**config.mk**
```make
export PLATFORM = sky130hd
export DESIGN_NAME = acc_top
export DESIGN_NICKNAME = d
export VERILOG_FILES = /design/src/logic/acc_pkg.sv /design/src/logic/cmd_ingress.sv /design/src/logic/cmd_fifo.sv /design/src/logic/acc_engine.sv /design/src/logic/acc_top.sv
export VERILOG_INCLUDE_DIRS = /design/src /design/src/include
export SDC_FILE = /design/constraint.sdc
export NUM_CORES = 1
export LEC_CHECK = 0
export BUFFER_PORTS_ARGS = -buffer_cell sky130_fd_sc_hd__clkbuf_2
export CAP_MARGIN = 20
export CORE_MARGIN = 4
export CORE_UTILIZATION = 55
export CTS_CLUSTER_DIAMETER = 200
export CTS_CLUSTER_SIZE = 28
export DETAILED_ROUTE_END_ITERATION = 12
export HOLD_SLACK_MARGIN = 0.12
export PLACE_DENSITY = 0.76
export RECOVER_POWER = 25
export SYNTH_ARGS = -nofsm -noshare
export SYNTH_HDL_FRONTEND = slang
export SYNTH_HIERARCHICAL = 1
export SYNTH_SLANG_ARGS = --single-unit
```
**constraint.sdc**
```tcl
create_clock -name clk_i -period 3.45 [get_ports clk_i]
set_input_delay 0.345 -clock clk_i [delete_from_list [all_inputs] [get_ports clk_i]]
set_output_delay 0.345 -clock clk_i [all_outputs]
set_load 0.05 [all_outputs]
```
**src/include/acc_defines.svh**
```systemverilog
// ----------------------------------------------------------
// shared macros for the accumulator pipeline
// include where a pointer or counter width is derived
// ----------------------------------------------------------
`ifndef ACC_DEFINES_SVH
`define ACC_DEFINES_SVH

// ceiling log2 that never returns 0
// a one-entry structure still needs a one-bit pointer
`define SAFE_CLOG2(x) (((x) <= 1) ? 1 : $clog2(x))

`endif

```
**src/logic/acc_pkg.sv**
```systemverilog
// ----------------------------------------------------------
// common types for the accumulator command pipeline
// referenced by scoped name from ingress, fifo, engine, top
// ----------------------------------------------------------
package acc_pkg;

   // accumulator width, wraps on overflow
   localparam int ACC_W = 16;

   // operand width carried in each command
   localparam int OPND_W = 8;

   // width of the emit sequence count
   localparam int SEQ_W = 8;

   // command opcodes
   // encodings 5 to 7 are illegal and dropped at ingress
   typedef enum logic [2:0]
   {
      ACC_LOAD = 3'd0,
      ACC_ADD  = 3'd1,
      ACC_SUB  = 3'd2,
      ACC_MUL  = 3'd3,
      ACC_EMIT = 3'd4
   } acc_op_e;

   // one command as it travels through ingress and fifo
   typedef struct packed
   {
      acc_op_e           op;
      logic [OPND_W-1:0] opnd;
   } acc_cmd_s;

   // result presented on each emit
   // seq counts emits from 0 and wraps
   typedef struct packed
   {
      logic [ACC_W-1:0] acc;
      logic [SEQ_W-1:0] seq;
   } acc_res_s;

endpackage

```
**src/logic/cmd_ingress.sv**
```systemverilog
// ----------------------------------------------------------
// command ingress stage
// accepts valid-ready commands, drops illegal opcodes with a
// one-cycle error pulse, holds legal ones for the fifo
// ----------------------------------------------------------
`timescale 1ns/1ps

module cmd_ingress
(
   input  logic              clk_i,
   input  logic              reset_i,

   input  acc_pkg::acc_cmd_s cmd_i,
   input  logic              cmd_v_i,
   output logic              cmd_ready_o,

   output logic              err_o,

   output acc_pkg::acc_cmd_s ent_o,
   output logic              ent_v_o,
   input  logic              ent_ready_i
);

   // single holding stage
   acc_pkg::acc_cmd_s ent_r;
   logic              ent_v_r;

   // held low through reset, set on the first cycle after it
   logic              run_r;
   logic              err_r;

   logic              accept;
   logic              legal;

   // anything above emit is an unknown opcode
   assign legal = (cmd_i.op <= acc_pkg::ACC_EMIT);

   // room when the stage is empty or drains this cycle
   assign cmd_ready_o = run_r & (~ent_v_r | ent_ready_i);
   assign accept      = cmd_v_i & cmd_ready_o;

   always_ff @(posedge clk_i)
   begin
      if (reset_i)
      begin
         run_r   <= 1'b0;
         ent_v_r <= 1'b0;
         err_r   <= 1'b0;
      end
      else
      begin
         run_r   <= 1'b1;
         // new legal command refills, otherwise a take empties the stage
         ent_v_r <= (accept & legal) | (ent_v_r & ~ent_ready_i);
         err_r   <= accept & ~legal;
      end
   end

   // payload only, qualified by ent_v_r
   always_ff @(posedge clk_i)
   begin
      if (accept & legal)
      begin
         ent_r <= cmd_i;
      end
   end

   assign ent_o   = ent_r;
   assign ent_v_o = ent_v_r;
   assign err_o   = err_r;

   // a stalled entry must not change or vanish before the fifo takes it
   a_ent_hold: assert property (@(posedge clk_i) disable iff (reset_i)
      (ent_v_o & ~ent_ready_i) |=> (ent_v_o && $stable(ent_o)));

endmodule

```
**src/logic/cmd_fifo.sv**
```systemverilog
// ----------------------------------------------------------
// small fifo on a register file
// valid-ready on the write side, valid-yumi on the read side
// depth set by els_p, any value of 2 or more
// ----------------------------------------------------------
`timescale 1ns/1ps

`include "acc_defines.svh"

module cmd_fifo
#(
   parameter int width_p = 8,
   parameter int els_p   = 4
)
(
   input  logic               clk_i,
   input  logic               reset_i,

   input  logic [width_p-1:0] data_i,
   input  logic               v_i,
   output logic               ready_o,

   output logic               v_o,
   output logic [width_p-1:0] data_o,
   input  logic               yumi_i
);

   localparam int ptr_w_lp = `SAFE_CLOG2(els_p);
   localparam logic [ptr_w_lp-1:0] last_lp = ptr_w_lp'(els_p - 1);

   // entry storage, no reset
   logic [width_p-1:0] storage [els_p];

   logic [ptr_w_lp-1:0] rptr_r;
   logic [ptr_w_lp-1:0] wptr_r;

   // last pointer-moving operation was an enqueue
   // tells full from empty when the pointers meet
   logic last_enq_r;

   logic enque;
   logic equal_ptrs;
   logic empty;
   logic full;

   // valid-ready: only counts when we are ready
   assign enque = v_i & ready_o;

   always_ff @(posedge clk_i)
   begin
      if (reset_i)
      begin
         rptr_r     <= '0;
         wptr_r     <= '0;
         // reset acts as a dequeue so equal pointers read as empty
         last_enq_r <= 1'b0;
      end
      else
      begin
         if (enque)
         begin
            wptr_r <= (wptr_r == last_lp) ? '0 : wptr_r + 1'b1;
         end
         if (yumi_i)
         begin
            rptr_r <= (rptr_r == last_lp) ? '0 : rptr_r + 1'b1;
         end
         // simultaneous enq and deq keep the distance, flag irrelevant
         if (enque | yumi_i)
         begin
            last_enq_r <= enque;
         end
      end
   end

   always_ff @(posedge clk_i)
   begin
      if (enque)
      begin
         storage[wptr_r] <= data_i;
      end
   end

   assign equal_ptrs = (rptr_r == wptr_r);
   assign empty      = equal_ptrs & ~last_enq_r;
   assign full       = equal_ptrs & last_enq_r;

   // empty is already set in reset, ready needs the explicit gate
   assign ready_o = ~full & ~reset_i;
   assign v_o     = ~empty;
   assign data_o  = storage[rptr_r];

   // consumer may only take what is shown
   a_no_deq_empty: assert property (@(posedge clk_i) disable iff (reset_i)
      yumi_i |-> v_o);

   // full and undrained: nothing may overwrite the head entry
   a_no_enq_full: assert property (@(posedge clk_i) disable iff (reset_i)
      (full & ~yumi_i) |=> (full && $stable(data_o)));

endmodule

```
**src/logic/acc_engine.sv**
```systemverilog
// ----------------------------------------------------------
// accumulator engine, consumer side of the fifo
// takes one command per idle cycle, multiply runs 8 cycles
// emit strobes the accumulator and emit count for one cycle
// ----------------------------------------------------------
`timescale 1ns/1ps

module acc_engine
(
   input  logic              clk_i,
   input  logic              reset_i,

   input  acc_pkg::acc_cmd_s cmd_i,
   input  logic              cmd_v_i,
   output logic              yumi_o,

   output acc_pkg::acc_res_s res_o,
   output logic              res_v_o
);

   localparam int step_w_lp = $clog2(acc_pkg::OPND_W);
   localparam logic [step_w_lp-1:0] step_last_lp = step_w_lp'(acc_pkg::OPND_W - 1);

   typedef enum logic [0:0]
   {
      ST_IDLE = 1'b0,
      ST_MUL  = 1'b1
   } state_e;

   state_e state_r;

   logic [acc_pkg::ACC_W-1:0]  acc_r;
   logic [acc_pkg::SEQ_W-1:0]  emit_cnt_r;
   logic [step_w_lp-1:0]       step_r;

   // shift-and-add operands, loaded on a multiply take
   logic [acc_pkg::ACC_W-1:0]  mcand_r;
   logic [acc_pkg::OPND_W-1:0] mplier_r;

   acc_pkg::acc_res_s          res_r;
   logic                       res_v_r;

   // take whenever idle and the fifo shows an entry
   assign yumi_o = (state_r == ST_IDLE) & cmd_v_i;

   always_ff @(posedge clk_i)
   begin
      if (reset_i)
      begin
         state_r    <= ST_IDLE;
         acc_r      <= '0;
         emit_cnt_r <= '0;
         step_r     <= '0;
         res_v_r    <= 1'b0;
      end
      else
      begin
         res_v_r <= 1'b0;
         case (state_r)
            ST_IDLE:
            begin
               if (yumi_o)
               begin
                  case (cmd_i.op)
                     acc_pkg::ACC_LOAD: acc_r <= acc_pkg::ACC_W'(cmd_i.opnd);
                     acc_pkg::ACC_ADD:  acc_r <= acc_r + acc_pkg::ACC_W'(cmd_i.opnd);
                     acc_pkg::ACC_SUB:  acc_r <= acc_r - acc_pkg::ACC_W'(cmd_i.opnd);
                     acc_pkg::ACC_MUL:
                     begin
                        // acc_r becomes the partial product
                        acc_r   <= '0;
                        step_r  <= '0;
                        state_r <= ST_MUL;
                     end
                     acc_pkg::ACC_EMIT:
                     begin
                        res_v_r    <= 1'b1;
                        emit_cnt_r <= emit_cnt_r + 1'b1;
                     end
                     default:
                     begin
                        // illegal opcodes are filtered at ingress
                        acc_r <= acc_r;
                     end
                  endcase
               end
            end
            ST_MUL:
            begin
               // one multiplier bit per cycle, low 16 bits kept
               if (mplier_r[0])
               begin
                  acc_r <= acc_r + mcand_r;
               end
               step_r <= step_r + 1'b1;
               if (step_r == step_last_lp)
               begin
                  state_r <= ST_IDLE;
               end
            end
            default: state_r <= ST_IDLE;
         endcase
      end
   end

   // datapath registers without reset
   always_ff @(posedge clk_i)
   begin
      if (yumi_o & (cmd_i.op == acc_pkg::ACC_MUL))
      begin
         mcand_r  <= acc_r;
         mplier_r <= cmd_i.opnd;
      end
      else if (state_r == ST_MUL)
      begin
         mcand_r  <= mcand_r << 1;
         mplier_r <= mplier_r >> 1;
      end
      if (yumi_o & (cmd_i.op == acc_pkg::ACC_EMIT))
      begin
         res_r.acc <= acc_r;
         res_r.seq <= emit_cnt_r;
      end
   end

   assign res_o   = res_r;
   assign res_v_o = res_v_r;

   // a multiply blocks further takes for its full 8 steps
   a_mul_stall: assert property (@(posedge clk_i) disable iff (reset_i)
      (yumi_o && cmd_i.op == acc_pkg::ACC_MUL) |=> !yumi_o [*8]);

endmodule

```
**src/logic/acc_top.sv**
```systemverilog
// ----------------------------------------------------------
// top of the accumulator pipeline
// ingress feeds the command fifo, the engine drains it
// depth_p sets the fifo depth
// ----------------------------------------------------------
`timescale 1ns/1ps

module acc_top
#(
   parameter int depth_p = 4
)
(
   input  logic              clk_i,
   input  logic              reset_i,

   input  acc_pkg::acc_cmd_s cmd_i,
   input  logic              cmd_v_i,
   output logic              cmd_ready_o,
   output logic              err_o,

   output acc_pkg::acc_res_s res_o,
   output logic              res_v_o
);

   // fifo entry is exactly one command
   localparam int width_lp = $bits(acc_pkg::acc_cmd_s);

   // ingress to fifo
   acc_pkg::acc_cmd_s ent;
   logic              ent_v;
   logic              ent_ready;

   // fifo to engine
   acc_pkg::acc_cmd_s fifo_data;
   logic              fifo_v;
   logic              fifo_yumi;

   cmd_ingress ingress0
   (
      .clk_i       (clk_i),
      .reset_i     (reset_i),
      .cmd_i       (cmd_i),
      .cmd_v_i     (cmd_v_i),
      .cmd_ready_o (cmd_ready_o),
      .err_o       (err_o),
      .ent_o       (ent),
      .ent_v_o     (ent_v),
      .ent_ready_i (ent_ready)
   );

   cmd_fifo #(.width_p(width_lp), .els_p(depth_p)) fifo0
   (
      .clk_i   (clk_i),
      .reset_i (reset_i),
      .data_i  (ent),
      .v_i     (ent_v),
      .ready_o (ent_ready),
      .v_o     (fifo_v),
      .data_o  (fifo_data),
      .yumi_i  (fifo_yumi)
   );

   acc_engine engine0
   (
      .clk_i   (clk_i),
      .reset_i (reset_i),
      .cmd_i   (fifo_data),
      .cmd_v_i (fifo_v),
      .yumi_o  (fifo_yumi),
      .res_o   (res_o),
      .res_v_o (res_v_o)
   );

endmodule

```
==> impl_metrics.env <==
export IMPL_finalWorstSetupSlack_ns=-0.00507
export IMPL_synth_main_ff_cell="edfxtp_1"
export IMPL_yosysSeqAreaShare=0.532
export IMPL_cts_root_buffer="clkbuf_16"
export IMPL_crit_buf_inv=3
export IMPL_finalSetupTns_ns=-0.00507
export IMPL_grt_ovfl_total=0
export IMPL_yosysUniqueCellTypes=76
export IMPL_skew_ns=0.00877
export IMPL_grt_max_degree=30
export IMPL_synth_avg_cell_area_um2=11.9
export IMPL_period_needed_ns=3.46
export IMPL_max_freq_mhz=289
export IMPL_p_leak_uw=0.00332
export IMPL_clock_sinks=142
export IMPL_power_internal_uw=4620
export IMPL_diodes=0
export IMPL_clkTransAtPathRegs_ns=0.06
export IMPL_p_per_area_mw_per_mm2=859
export IMPL_vias=5255
export IMPL_syn_inst=614
export IMPL_die_x_um=123
export IMPL_cts_tree="yes"
export IMPL_critPathMaxStageDelay_ns=0.58
export IMPL_fillCellCount=908
export IMPL_grt_total_usage=0.226
export IMPL_grt_antenna_before_repair=0
export IMPL_violations="setup timing"
export IMPL_synth_top_area_frac=0.425
export IMPL_dr_pass1_iters=5
export IMPL_drtIter0Drc=366
export IMPL_critPathMaxFanout=5
export IMPL_grt_setup_unrepaired="true"
export IMPL_htreeDepth=4
export IMPL_status="complete, but fails checks"
export IMPL_required_ns=3.81
export IMPL_num_io_pins=41
export IMPL_synth_area_leader_cell="edfxtp_1"
export IMPL_final_common_cell="edfxtp_1"
export IMPL_hold_viol_final=0
export IMPL_min_path_type="input pin to register"
export IMPL_p_sw_uw=2940
export IMPL_synth_area_leaders="edfxtp_1, dfxtp_1, ha_1, mux4_2, a21oi_1"
export IMPL_ys_warn_count=6
export IMPL_path_delay_family="simple AND/OR/NAND/NOR gates"
export IMPL_synth_edf_count=103
export IMPL_drv_slew=0
export IMPL_vdd_drop_max_mv=0.715
export IMPL_row_count=41
export IMPL_cts_inserted_buffers=17
export IMPL_arrival_ns=3.82
export IMPL_finalNetCount=763
export IMPL_synth_fp_nets=670
export IMPL_start_util=0.570
export IMPL_pwr_share_comb=0.474
export IMPL_drive_gt1_frac=0.229
export IMPL_wire_per_inst_um=18.5
export IMPL_fin_area_mm2=0.00880
export IMPL_p_seq_frac=0.310
export IMPL_coreArea_mm2=0.0128
export IMPL_swShare=0.389
export IMPL_finalCritPeriodShare=1.00
export IMPL_power_share_clock=0.216
export IMPL_grt_pass1_wl_mm=26.1
export IMPL_async_flop_share=0
export IMPL_synth_seq_cells=142
export IMPL_pre_cts_ws_ns=-0.0911
export IMPL_syn_area_mm2=0.00728
export IMPL_drc=0
export IMPL_path_class="register to register"
export IMPL_drv_cap=0
export IMPL_end_kind="register"
export IMPL_gp_congestion=0.890
export IMPL_via_per_inst=5.89
export IMPL_critical_path_slowest_cell="mux4_2"
export IMPL_ant_nets=0
export IMPL_final_cell_mix="edfxtp_1, clkbuf_2, dfxtp_1"
export IMPL_portBuffers=40
export IMPL_fin_util=0.689
export IMPL_area_growth_pct=20.9
export IMPL_grt_pass1_vias=5226
export IMPL_dpl_instance_area_mm2=0.00794
export IMPL_dp_final_hpwl_mm=11.3
export IMPL_start_kind="register"
export IMPL_clk_latency_ns=0.42
export IMPL_power_uw=7550
export IMPL_setup_viol=1
export IMPL_tightestPinTransition_ns=0.635
export IMPL_wirelength_mm=16.5
export IMPL_fp_dieH_um=123
export IMPL_dieArea_mm2=0.0151
export IMPL_clock_path_buffers=2
export IMPL_slew_headroom=0.566
export IMPL_path_cells="buf_12 -> mux4_2 -> nor2b_4 -> nor2b_4 -> buf_4 -> a21oi_1 -> xnor2_1 -> ha_1 -> buf_4 -> a21o_1 -> o21ai_1 -> a31oi_1 -> or4b_1 -> nand3_1"
-- kinds of logic (layout without fill, tap and decap cells) --
group	Yosys count	in the layout	share of synthesized area
AND/OR/NAND/NOR	170	170	0.125
AO/OA/AOI/OAI	149	149	0.133
flip-flops	142	142	0.532
buffers and inverters	43	149	0.0236
adder cells (fa/ha/maj)	42	42	0.0743
multiplexers	40	40	0.0775
XOR/XNOR	28	28	0.0337
-- metal layers --
layer  global-route usage  up-vias  share of wire  wire [µm]
met5                    0        -              0          0
met4               0.0955        0          0.027        439
met3               0.0489       29          0.049        799
met2                0.384      141           0.50       8190
met1                0.281     2548           0.43       7050
li1                     -     2537              -          -
-- tightest hold or removal path, stage by stage --
cell and delay [ns]:
clkbuf_2 0.09, nand3b_1 0.07, o2bb2ai_1 0.05
-- per-stage QoR --
| stage | std cells | hold WS, ns |
|---|---|---|
| global placement | 843 | 0.439 |
| global route | 892 | 0.185 |
| finish | 892 | 0.184 |
| floorplan | 614 | 0.416 |
| CTS | 886 | 0.166 |
| detailed placement | 843 | 0.451 |
-- final cells by class --
| cell class | instances | area (µm²) | share of cell area |
|---|---|---|---|
| multi-input combinational | 429 | 3380 | 0.385 |
| inverter | 23 | 86.3 | 0.00982 |
| timing repair buffer | 94 | 698 | 0.0794 |
| clock inverter | 14 | 95.1 | 0.0108 |
| clock buffer | 18 | 439 | 0.0499 |
| tap | 172 | 215 | 0.0245 |
| sequential | 142 | 3880 | 0.441 |
-- synthesized netlist by cell type (all sizes together) (6+ instances only) --
cell type / instances
mux4: 11
ha: 40
nor3: 8
nand2: 37
mux2i: 8
a21oi: 36
nor2: 38
edfxtp: 103
nand3: 16
o21a: 6
clkbuf: 16
a211oi: 8
o21ai: 41
inv: 23
a31oi: 8
xor2: 16
nand2b: 7
and3: 11
xnor2: 12
mux2: 21
o211ai: 7
or3: 6
nor2b: 13
dfxtp: 39
-- flip-flops by register name, summed over array words and instances, names as in the netlist, 2 cells and up, named ones only --
| register | count |
|---|---|
| ingress0/ent_o | 11 |
| fifo0/storage | 44 |
| fifo0/wptr_r | 2 |
| engine0/mplier_r | 8 |
| engine0/mcand_r | 16 |
| engine0/acc_r | 16 |
| engine0/res_o | 24 |
| engine0/step_r | 3 |
| fifo0/rptr_r | 2 |
| engine0/emit_cnt_r | 8 |
-- power groups by stage --
stage	clock (µW)	combinational, µW	sequential, µW
2_1_floorplan	0	2180	2380
3_3_place_gp	0	3120	2350
3_5_place_dp	0	3180	2360
4_1_cts	1650	3220	2330
5_1_grt	1740	3930	2370
6_report	1630	3580	2340
-- timing repair --
action | CTS | global route
buffers inserted | 0 | 5
setup endpoints to repair | 8 | 10
hold buffers | 11 | 0
pin swaps | 0 | 10
resized for setup | 4 | 33
gates cloned | 0 | 1
hold endpoints to repair | 11 | 0
-- worst paths after layout --
| path | start | slack, ns | cells past startpoint | endpoint |
|---|---|---|---|---|
| min reg2reg | engine0/emit_cnt_r[1] | 0.49 | 0 | engine0/res_o[1] |
| min | cmd_v_i | 0.18 | 3 | ingress0/ent_v_o |
| max | register | -0.005 | 14 | engine0/acc_r[9] |
| max reg2reg | register | -0.005 | 14 | engine0/acc_r[9] |
Power figures use the tool's default switching activity.
